--- config.mk ---
export PLATFORM = sky130hd
export DESIGN_NAME = tx_channel_flat
export DESIGN_NICKNAME = d
export VERILOG_FILES = /design/src/common/tx_types_pkg.sv /design/src/common/tx_cfg_pkg.sv /design/src/common/tx_status_if.sv /design/src/tx_channel/tx_sample_fifo.sv /design/src/tx_channel/tx_channel.sv /design/src/flat_wrapper.sv
export SDC_FILE = /design/constraint.sdc
export NUM_CORES = 1
export LEC_CHECK = 0
export BUFFER_PORTS_ARGS = -buffer_cell sky130_fd_sc_hd__buf_4
export CAP_MARGIN = 20
export CORE_ASPECT_RATIO = 1.5
export CORE_MARGIN = 2
export CORE_UTILIZATION = 40
export CTS_BUF_LIST = sky130_fd_sc_hd__clkbuf_16
export DETAILED_ROUTE_END_ITERATION = 8
export PLACE_DENSITY = 0.63
export SYNTH_ARGS = -nofsm -noshare
export SYNTH_HDL_FRONTEND = slang
export SYNTH_SLANG_ARGS = --single-unit
--- constraint.sdc ---
create_clock -name clk -period 7.15 [get_ports clk]
set_input_delay 0.715 -clock clk [delete_from_list [all_inputs] [get_ports clk]]
set_output_delay 0.715 -clock clk [all_outputs]
set_load 0.02 [all_outputs]
--- src/common/tx_types_pkg.sv ---
`default_nettype none

package tx_types_pkg;

   localparam int SEQ_W = 12;

   // same bit layout as the deframer data word, odd in bit 175
   typedef struct packed {
      logic             odd;
      logic             send_at;
      logic             eob;
      logic             eop;
      logic [SEQ_W-1:0] seqnum;
      logic [31:0]      sid;
      logic [63:0]      send_time;
      logic [31:0]      sample0;
      logic [31:0]      sample1;
   } tx_word_t;

   typedef enum logic [2:0] {
      EV_EOB_ACK,
      EV_UNDERRUN,
      EV_SEQ_ERROR,
      EV_TIME_ERROR,
      EV_SEQ_ERROR_MIDBURST
   } tx_event_e;

   typedef struct packed {
      tx_event_e        kind;
      logic [SEQ_W-1:0] seqnum;
      logic [SEQ_W-1:0] expected;   // only meaningful for seq errors
      logic [31:0]      sid;
   } tx_report_t;

endpackage

`default_nettype wire

--- src/common/tx_cfg_pkg.sv ---
`default_nettype none

package tx_cfg_pkg;

   localparam int SET_ADDR_W = 8;
   localparam int SET_DATA_W = 32;

   typedef enum logic [1:0] {
      POL_NEXT_PACKET = 2'd0,
      POL_NEXT_BURST  = 2'd1
   } tx_policy_e;

   typedef enum logic [1:0] {
      ST_IDLE,
      ST_SAMP0,
      ST_SAMP1,
      ST_ERROR
   } tx_state_e;

endpackage

`default_nettype wire

--- src/common/tx_status_if.sv ---
`default_nettype none

interface tx_status_if;
   import tx_types_pkg::*;

   logic        pending;
   tx_report_t  report;   // stable while pending
   logic [31:0] sid;
   logic        accept;

   modport reporter (output pending, output report, output sid, input accept);

   modport collector (input pending, input report, input sid, output accept);

endinterface

`default_nettype wire

--- src/tx_channel/tx_sample_fifo.sv ---
`default_nettype none

module tx_sample_fifo #(
   parameter int FIFO_DEPTH = 4
) (
   input  logic                   clk,
   input  logic                   rst_n,
   input  logic                   push,
   input  tx_types_pkg::tx_word_t push_word,
   input  logic                   pop,
   output logic                   head_valid,
   output tx_types_pkg::tx_word_t head,
   output logic                   credit
);
   import tx_types_pkg::*;

   localparam int PTR_W = (FIFO_DEPTH > 1) ? $clog2(FIFO_DEPTH) : 1;
   localparam int CNT_W = $clog2(FIFO_DEPTH + 1);

   tx_word_t         mem [FIFO_DEPTH];
   logic [PTR_W-1:0] wr_ptr;
   logic [PTR_W-1:0] rd_ptr;
   logic [CNT_W-1:0] count;

   function automatic logic [PTR_W-1:0] next_ptr(input logic [PTR_W-1:0] p);
      return (p == PTR_W'(FIFO_DEPTH - 1)) ? '0 : p + 1'b1;
   endfunction

   assign head_valid = count != '0;
   assign head       = mem[rd_ptr];

   always_ff @(posedge clk or negedge rst_n) begin
      if (!rst_n) begin
         wr_ptr <= '0;
         rd_ptr <= '0;
         count  <= '0;
         credit <= 1'b0;
      end else begin
         if (push) wr_ptr <= next_ptr(wr_ptr);
         if (pop) rd_ptr <= next_ptr(rd_ptr);
         count  <= count + CNT_W'(push) - CNT_W'(pop);
         credit <= pop;   // one credit back per word
      end
   end

   always_ff @(posedge clk) begin
      if (push) mem[wr_ptr] <= push_word;
   end

endmodule

`default_nettype wire

--- src/tx_channel/tx_channel.sv ---
`default_nettype none

module tx_channel #(
   parameter int                                  FIFO_DEPTH = 4,
   parameter logic [tx_cfg_pkg::SET_ADDR_W-1:0]   BASE       = '0
) (
   input  logic                                clk,
   input  logic                                rst_n,
   input  logic                                set_stb,
   input  logic [tx_cfg_pkg::SET_ADDR_W-1:0]   set_addr,
   input  logic [tx_cfg_pkg::SET_DATA_W-1:0]   set_data,
   input  logic [63:0]                         vita_time,
   input  logic                                ch_valid,
   input  tx_types_pkg::tx_word_t              ch_word,
   output logic                                ch_credit,
   output logic [31:0]                         sample,
   output logic                                run,
   input  logic                                strobe,
   tx_status_if.reporter                       status
);
   import tx_types_pkg::*;
   import tx_cfg_pkg::*;

   tx_state_e        state, state_d;
   tx_policy_e       policy;
   tx_word_t         head;
   tx_event_e        rep_kind;
   tx_report_t       rep_q;
   logic [SEQ_W-1:0] expected_q;
   logic [31:0]      last_sid;
   logic             head_valid, pop, rep_fire, rep_pend, clr_latch;
   logic             now, late, burst_start, seq_ok, can_rep, last_sample, time_to_clear;

   tx_sample_fifo #(.FIFO_DEPTH(FIFO_DEPTH)) u_fifo (
      .clk        (clk),
      .rst_n      (rst_n),
      .push       (ch_valid),
      .push_word  (ch_word),
      .pop        (pop),
      .head_valid (head_valid),
      .head       (head),
      .credit     (ch_credit)
   );

   assign now         = vita_time == head.send_time;
   assign late        = vita_time > head.send_time;
   assign burst_start = ~head.send_at | now;
   assign seq_ok      = head.seqnum == expected_q;
   assign can_rep     = ~rep_pend;   // hold still while a report waits

   assign run    = (state == ST_SAMP0) || (state == ST_SAMP1);
   assign sample = (state == ST_SAMP0) ? head.sample0 : head.sample1;

   always_comb begin
      state_d  = state;
      rep_fire = 1'b0;
      rep_kind = EV_EOB_ACK;
      pop      = 1'b0;
      case (state)
         ST_IDLE: begin
            if (head_valid && burst_start) begin
               if (seq_ok) begin
                  state_d = ST_SAMP0;
               end else if (can_rep) begin
                  state_d  = ST_ERROR;
                  rep_fire = 1'b1;
                  rep_kind = EV_SEQ_ERROR;
               end
            end else if (head_valid && late && can_rep) begin
               state_d  = ST_ERROR;
               rep_fire = 1'b1;
               rep_kind = EV_TIME_ERROR;
            end
         end
         ST_SAMP0: begin
            if (strobe) begin
               if (!head_valid) begin
                  if (can_rep) begin
                     state_d  = ST_ERROR;
                     rep_fire = 1'b1;
                     rep_kind = EV_UNDERRUN;
                  end
               end else if (!seq_ok) begin
                  if (can_rep) begin
                     state_d  = ST_ERROR;
                     rep_fire = 1'b1;
                     rep_kind = EV_SEQ_ERROR_MIDBURST;
                  end
               end else if (head.eop && head.odd) begin
                  if (!head.eob) begin
                     pop = 1'b1;   // odd packet ends after one sample
                  end else if (can_rep) begin
                     pop      = 1'b1;
                     state_d  = ST_IDLE;
                     rep_fire = 1'b1;
                  end
               end else begin
                  state_d = ST_SAMP1;
               end
            end
         end
         ST_SAMP1: begin
            if (strobe) begin
               if (!(head.eop && head.eob)) begin
                  pop     = 1'b1;
                  state_d = ST_SAMP0;
               end else if (can_rep) begin
                  pop      = 1'b1;
                  state_d  = ST_IDLE;
                  rep_fire = 1'b1;
               end
            end
         end
         default: begin
            pop = head_valid;   // drain without strobes
            if (head_valid && head.eop && (policy != POL_NEXT_BURST || head.eob)) begin
               state_d = ST_IDLE;
            end
         end
      endcase
   end

   assign last_sample   = pop & head.eop;
   assign time_to_clear = clr_latch & ((last_sample & head.eob) | (state == ST_ERROR) |
                                       ((state == ST_IDLE) & ~(head_valid & burst_start)));

   always_ff @(posedge clk or negedge rst_n) begin
      if (!rst_n) begin
         state      <= ST_IDLE;
         policy     <= POL_NEXT_PACKET;
         clr_latch  <= 1'b0;
         expected_q <= '0;
         rep_pend   <= 1'b0;
      end else begin
         state <= state_d;
         if (set_stb && set_addr == BASE) begin
            policy    <= tx_policy_e'(set_data[1:0]);
            clr_latch <= 1'b1;
         end
         if (time_to_clear) begin
            expected_q <= '0;
            clr_latch  <= 1'b0;
         end else if (last_sample) begin
            expected_q <= head.seqnum + 1'b1;
         end
         if (rep_fire) rep_pend <= 1'b1;
         else if (status.accept) rep_pend <= 1'b0;
      end
   end

   always_ff @(posedge clk) begin
      if (pop) last_sid <= head.sid;
      if (rep_fire) begin
         rep_q.kind     <= rep_kind;
         rep_q.expected <= expected_q;
         // underrun has no head so tag it with the running packet
         rep_q.seqnum   <= head_valid ? head.seqnum : expected_q;
         rep_q.sid      <= head_valid ? head.sid : last_sid;
      end
   end

   assign status.pending = rep_pend;
   assign status.report  = rep_q;
   assign status.sid     = rep_q.sid;

endmodule

`default_nettype wire

--- src/flat_wrapper.sv ---
// flat-port wrapper written by rule: the top's interface ports become plain ports
module tx_channel_flat import tx_types_pkg::*; import tx_cfg_pkg::*;
#(
   parameter int                                  FIFO_DEPTH = 4,
   parameter logic [tx_cfg_pkg::SET_ADDR_W-1:0]   BASE       = '0
)
  (clk, rst_n, set_stb, set_addr, set_data, vita_time, ch_valid, ch_word, ch_credit, sample, run, strobe, status_pending, status_report, status_sid, status_accept);
  tx_status_if status_i ();
  input  logic clk;
  input  logic rst_n;
  input  logic set_stb;
  input  logic [tx_cfg_pkg::SET_ADDR_W-1:0] set_addr;
  input  logic [tx_cfg_pkg::SET_DATA_W-1:0] set_data;
  input  logic [63:0] vita_time;
  input  logic ch_valid;
  input  tx_types_pkg::tx_word_t ch_word;
  output logic ch_credit;
  output logic [31:0] sample;
  output logic run;
  input  logic strobe;
  output wire logic [$bits(status_i.pending)-1:0] status_pending;
  output wire logic [$bits(status_i.report)-1:0] status_report;
  output wire logic [$bits(status_i.sid)-1:0] status_sid;
  input wire logic [$bits(status_i.accept)-1:0] status_accept;
  assign status_pending = status_i.pending;
  assign status_report = status_i.report;
  assign status_sid = status_i.sid;
  assign status_i.accept = status_accept;
  tx_channel #(.FIFO_DEPTH(FIFO_DEPTH), .BASE(BASE)) u_core (.clk(clk), .rst_n(rst_n), .set_stb(set_stb), .set_addr(set_addr), .set_data(set_data), .vita_time(vita_time), .ch_valid(ch_valid), .ch_word(ch_word), .ch_credit(ch_credit), .sample(sample), .run(run), .strobe(strobe), .status(status_i));
endmodule
# Word level (Yosys, flattened, before mapping)
# Memories as Yosys holds them, arrays and structs flattened.
# Index checks and enable logic that the tools add are counted.
[word_totals]
regBits = 117
ramBits = 704
input_bits = 286
wordCells = 119
memories = 1
[op_classes]
addsub = 5
magnitude_cmp = 1
eq_ne = 12
muxes = 57
bitwise_logic = 11
n_reduce_logical = 18
[memory_table]
columns = ["memory", "words", "width", "read_ports", "rd_ports_with_merged_regs", "wr", "line_no", "source"]
rows = [
  ["u_core.u_fifo.mem", 4, 176, 1, 0, 1, "tx_sample_fifo.sv:20", "tx_word_t mem [FIFO_DEPTH];"],
]
[ops]
columns = ["operator", "n"]
rows = [
  ["$eq A64 B64 Y1", 1],
  ["$gt A64 B64 Y1", 1],
  ["$mux W32", 2],
  ["$mux W12", 3],
  ["$mux W2", 17],
  ["$mux W1", 25],
  ["$mux W3", 6],
  ["$add A12 B1 Y12 const B", 1],
  ["$eq A12 B12 Y1", 1],
  ["$eq A2 B2 Y1 const B", 4],
  ["$logic_and A1 B1 Y1", 8],
  ["$logic_not A8 Y1", 1],
  ["$pmux W1 S3", 2],
  ["$pmux W2 S3", 1],
  ["$pmux W3 S2", 1],
  ["$reduce_bool A2 Y1", 3],
  ["$and A1 B1 Y1", 5],
  ["$ne A5 B4 Y1 const B", 1],
  ["$reduce_and A5 Y1", 1],
  ["$add A2 B1 Y2 const B", 2],
  ["$ne A2 B2 Y1 const B", 2],
  ["$reduce_bool A4 Y1", 1],
  ["$add A3 B1 Y3", 1],
  ["$ne A3 B1 Y1 const B", 1],
  ["8 further kinds", 13],
]

# Depth between registers and ports, before layout
[depth]
ltp_word = 13
depth_mapped = 16
mapped_depth_nobuf = 13

# Hierarchy
# A second synthesis with hierarchy kept.
[hier_totals]
cells_unflattened = 1557
hier_area_um2 = 32812.7
[modules_own_cells]
columns = ["module", "instances", "cells_each", "area_per_inst_um2", "seq_area_each_um2"]
rows = [
  ["tx_sample_fifo", 1, 956, 25819.8, 21340.5],
  ["tx_channel", 1, 601, 6993.0, 3183.1],
]

# Worst setup path before layout
# No wires, ideal clock.
[synth_path]
kind = "register to register"
start = "register u_core.u_fifo.rd_ptr[0]"
end = "register u_core.rep_q, in the netlist u_core.status.report[32], enable pin"
arrival_ps = 6480
t_required_ps = 6674
path_slack_ps = 194
stages_incl_launch_ff = 15
synth_period_minus_slack_ps = 6956
path_cell_list = "dfrtp_1 buf_2 buf_2 buf_1 buf_1 mux4_2 inv_1 ha_1 nand4_1 or4_1 nor4_2 nor2_1 nand3_1 a41oi_1 nor2_1"
[synth_between]
elab_chain_cells = 7
word_cells_on_any_way = 22
[synth_rtl]
columns = ["item", "line_no", "source"]
rows = [
  ["from (decl)", "tx_sample_fifo.sv:22", "logic [PTR_W-1:0] rd_ptr;"],
  ["from (signal assigned)", "tx_sample_fifo.sv:40", "if (pop) rd_ptr <= next_ptr(rd_ptr);"],
  ["$mem_v2 Z4 W176 (*)", "--", ""],
  ["$gt A64 B64 Y1, or another cell as far along", "tx_channel.sv:46", "assign late = vita_time > head.send_time;"],
  ["$logic_and A1 B1 Y1 or $mux W1 (tied branches)", "tx_channel.sv:69, tx_channel.sv:89", ""],
  ["$logic_and A1 B1 Y1 or $mux W1 (tied branches)", "tx_channel.sv:69, tx_channel.sv:83", ""],
  ["$mux W1, on equally long branches", "tx_channel.sv:69, tx_channel.sv:77", ""],
  ["$mux W1, on equally long branches", "tx_channel.sv:61, tx_channel.sv:76", ""],
  ["$pmux W1 S3 (*)", "tx_channel.sv:59", "case (state)"],
  ["net u_core.rep_fire", "tx_channel.sv:31", "logic head_valid, pop, rep_fire, rep_pend, clr_latch;"],
  ["to (decl)", "tx_channel.sv:28", "tx_report_t rep_q;"],
]
# The timed path passes the listed nets; every way through them passes the cells marked *.
# A chain may end at the register's enable or synchronous reset.

# Worst setup path after layout
[layout_path]
start = "register u_core.u_fifo.rd_ptr[1]"
end = "output port sample[18]"
[layout_between]
elab_chain_cells = 2
[layout_rtl]
columns = ["item", "line_no", "source"]
rows = [
  ["$mem_v2 Z4 W176", "--", ""],
  ["$mux W32", "tx_channel.sv:52", "assign sample = (state == ST_SAMP0) ? head.sample0 : head.sample1;"],
  ["to (decl)", "flat_wrapper.sv:18", "output logic [31:0] sample;"],
]
# Every way passes these cells.

==> results.yml <==
global_routing:
  grt_pass1_vias: 17600
  grt_max_degree: 95
  overflow: 0
  grt_pass1_wl_um: 109000
  antenna_found_initial: 10
  grt.total_usage_pct: 17.3
timing:
  rsz0062_at_grt: "no"
  fin_crit_ns: 5.37
  hold_viol_final: 0
  setup_viol: 0
  worst_slew_pin_slew_ns: 1.07
  min_period_over_period_pct: 75.1
  maxSlewViolCount: 0
  fin_tns_setup_ns: 0
  relSlewSlack_pct: 28.8
  clock_skew_ns: 0.0252
  hold_slack_ns: 0.271
  max_freq_mhz: 186
setup_path:
  arrival_ns: 4.66
  required_ns: 6.43
  cp_max_fo: 65
  crit_type: "register to primary output"
  critPathCaptureType: "primary output"
  startpoint_type: "register"
clock_tree:
  postCtsSetupBuffers: 0
  cts_htree_levels: 3
  cts_buffer_depth: 3
  cts_sinks: 821
  cts-root-buf: "clkbuf_16"
  post_cts_resized: 0
  clock_latency_ns: 0.64
  cts_tree: "done"
  cts_buffers: 81
  clk_pin_slew_ns: 0.06
floorplanning:
  rows: 128
  io_pins: 412
  dieArea_mm2: 0.0841
  initial_core_util_pct: 40.4
  core-area_mm2: 0.0810
  die_w_um: 237
  dieHeight_um: 354
power:
  p_total_mw: 16.8
  swShare_pct: 32.0
  internal-power_mw: 11.4
  leakage_nw: 14.2
  seq_power_share_pct: 41.3
  p_sw_mw: 5.39
  clkPwrFrac_pct: 25.3
  powerDensity_mw_per_mm2: 428
  ir_drop_mv: 0.300
  comb_power_share_pct: 33.4
outcome:
  status: "complete, no violations"
drt:
  vias: 16400
  routedWlPerCell_um: 22.8
  drc: 0
  final_antenna_net_count: 0
  via_per_inst: 5.19
  drt_wl_total_um: 72100
  drt_pass1_iterations: 7
  drtIter0Drc: 1149
finish:
  syn_to_final_growth_pct: 20.3
  final_common_cell: "edfxtp_1"
  fill_cells: 6766
  finish.net_count: 2422
  drive_gt1_share_pct: 35.2
  layout_common_cells: "edfxtp_1 (795), buf_4 (397), mux4_2 (175), nand2_1 (152), inv_1 (97)"
  final_cell_area_mm2: 0.0393
  final_util_pct: 48.5
synth:
  seq_area_frac_synth_pct: 75.0
  synth_cell_types: 58
  synth_ff_type: "edfxtp_1"
  synth-async-reset-ratio_pct: 3.17
  yosys_warnings: 0
  synth_edf_count: 795
  syn_area_per_cell_um2: 19.6
  syn_area_mm2: 0.0327
  synth.ff_latch_count: 821
  synth_fp_nets: 2028
  syn_inst: 1665
hold_path:
  hold_path_class: "input pin to register"
placement:
  dp_hpwl_um: 44900
  gp_congestion: 0.832
  portBuffers: 381
  placed_area_mm2: 0.0366
job:
  maxCapViolCount: 0
cells in the mapped netlist (3+ instances only):
| cell | number | area share [%] |
|---|---|---|
| dfrtp_1 | 26 | 2.0 |
| nor3_1 | 10 | 0.15 |
| buf_2 | 3 | 0.046 |
| nand4_1 | 19 | 0.36 |
| nand2_1 | 152 | 1.7 |
| xnor2_1 | 20 | 0.54 |
| nor2_1 | 35 | 0.40 |
| clkbuf_1 | 30 | 0.34 |
| a21o_1 | 7 | 0.16 |
| and2_1 | 4 | 0.077 |
| buf_4 | 33 | 0.76 |
| or4_1 | 4 | 0.092 |
| buf_1 | 24 | 0.28 |
| a21oi_1 | 36 | 0.55 |
| xor2_1 | 4 | 0.11 |
| a31oi_1 | 5 | 0.096 |
| o21ai_0 | 18 | 0.28 |
| a2111oi_0 | 3 | 0.080 |
| mux2i_1 | 14 | 0.43 |
| inv_1 | 78 | 0.90 |
| ha_1 | 76 | 2.9 |
| mux2_2 | 40 | 1.4 |
| nand3_1 | 12 | 0.18 |
| edfxtp_1 | 795 | 73 |
| mux4_2 | 175 | 12 |
repair_timing:
action / CTS / global route
endpoints found under the hold margin: 25 / 0
setup endpoints to repair: 0 / 0
hold buffers: 1 / 0
registers in the layout (all words and copies together), names as in the netlist, 2 cells and up:
register / cells
u_core.expected_q: 12
u_core.last_sid: 32
u_core.policy: 2
u_core.state: 2
u_core.status.report: 27
u_core.status.sid: 32
u_core.u_fifo.count: 3
u_core.u_fifo.mem: 704
u_core.u_fifo.rd_ptr: 2
u_core.u_fifo.wr_ptr: 2
metrics by stage:
| step | std cells | worst slack, ns |
|---|---|---|
| after floorplan | 1665 | 0.194 |
| after global placement | 3015 | 1.81 |
| after global routing | 3165 | 1.45 |
| final | 3166 | 1.78 |
| after CTS | 3161 | 1.57 |
| after detailed placement | 3015 | 1.76 |
final timing paths:
check                                         from                      end  slack (ns)  depth (start not counted)
max in group asynchronous                    rst_n  u_core.u_fifo.rd_ptr[1]        6.25                          2
hold reg to reg                   u_core.policy[0]         u_core.policy[0]        0.50                          1
hold / removal                          ch_word[4]  u_core.u_fifo.mem[1][4]        0.27                          1
setup reg to reg           u_core.u_fifo.rd_ptr[1]     u_core.status.sid[3]        1.92                         12
min in group asynchronous                    rst_n    u_core.expected_q[11]        0.56                          2
setup / recovery           u_core.u_fifo.rd_ptr[1]               sample[18]        1.78                          6
power by group through the flow:
stage	Clock, mW	Combinational (mW)	Sequential [mW]
after floorplan	0	3.75	7.22
after global routing	4.56	6.15	7.05
after CTS	4.37	5.76	6.97
after global placement	0	5.67	7.00
final	4.26	5.63	6.95
after detailed placement	0	5.74	7.07
area by class of cell:
| cell class | instances | area [um2] | share of cell area, % |
|---|---|---|---|
| multi-input cells | 675 | 7440 | 18.9 |
| clock inverters | 63 | 627 | 1.59 |
| repair buffers | 402 | 3070 | 7.81 |
| well taps | 1040 | 1300 | 3.31 |
| clock buffers | 82 | 2050 | 5.22 |
| diodes | 5 | 12.5 | 0.0318 |
| flip-flops and latches | 821 | 24500 | 62.4 |
| inverters | 78 | 293 | 0.744 |
worst max-delay path, stage by stage, from the launching register on:
cell,delay (ns)
dfrtp_4,0.99
buf_4,0.58
buf_4,0.59
buf_4,0.84
mux4_2,0.44
mux2_2,0.29
buf_4,0.16
layer usage:
layer  vias up  track usage [%]  share of wire, %
met1      8441             20.6                39
met2       467             30.4                52
met4        12             5.79               2.6
li1       7387                -                 -
met3       123             4.55               6.5
met5         -                0             0.096
logic make-up after synthesis:
logic type      count (synthesis)  synth area share, %
flops                         821                 75.0
simple gates                  253                 3.44
mux                           229                 13.9
buf+inv                       169                 2.35
compound gates                 92                 1.74
fa+ha+maj                      77                 2.97
xor+xnor                       24                0.643
(Power assumes the default switching activity.)
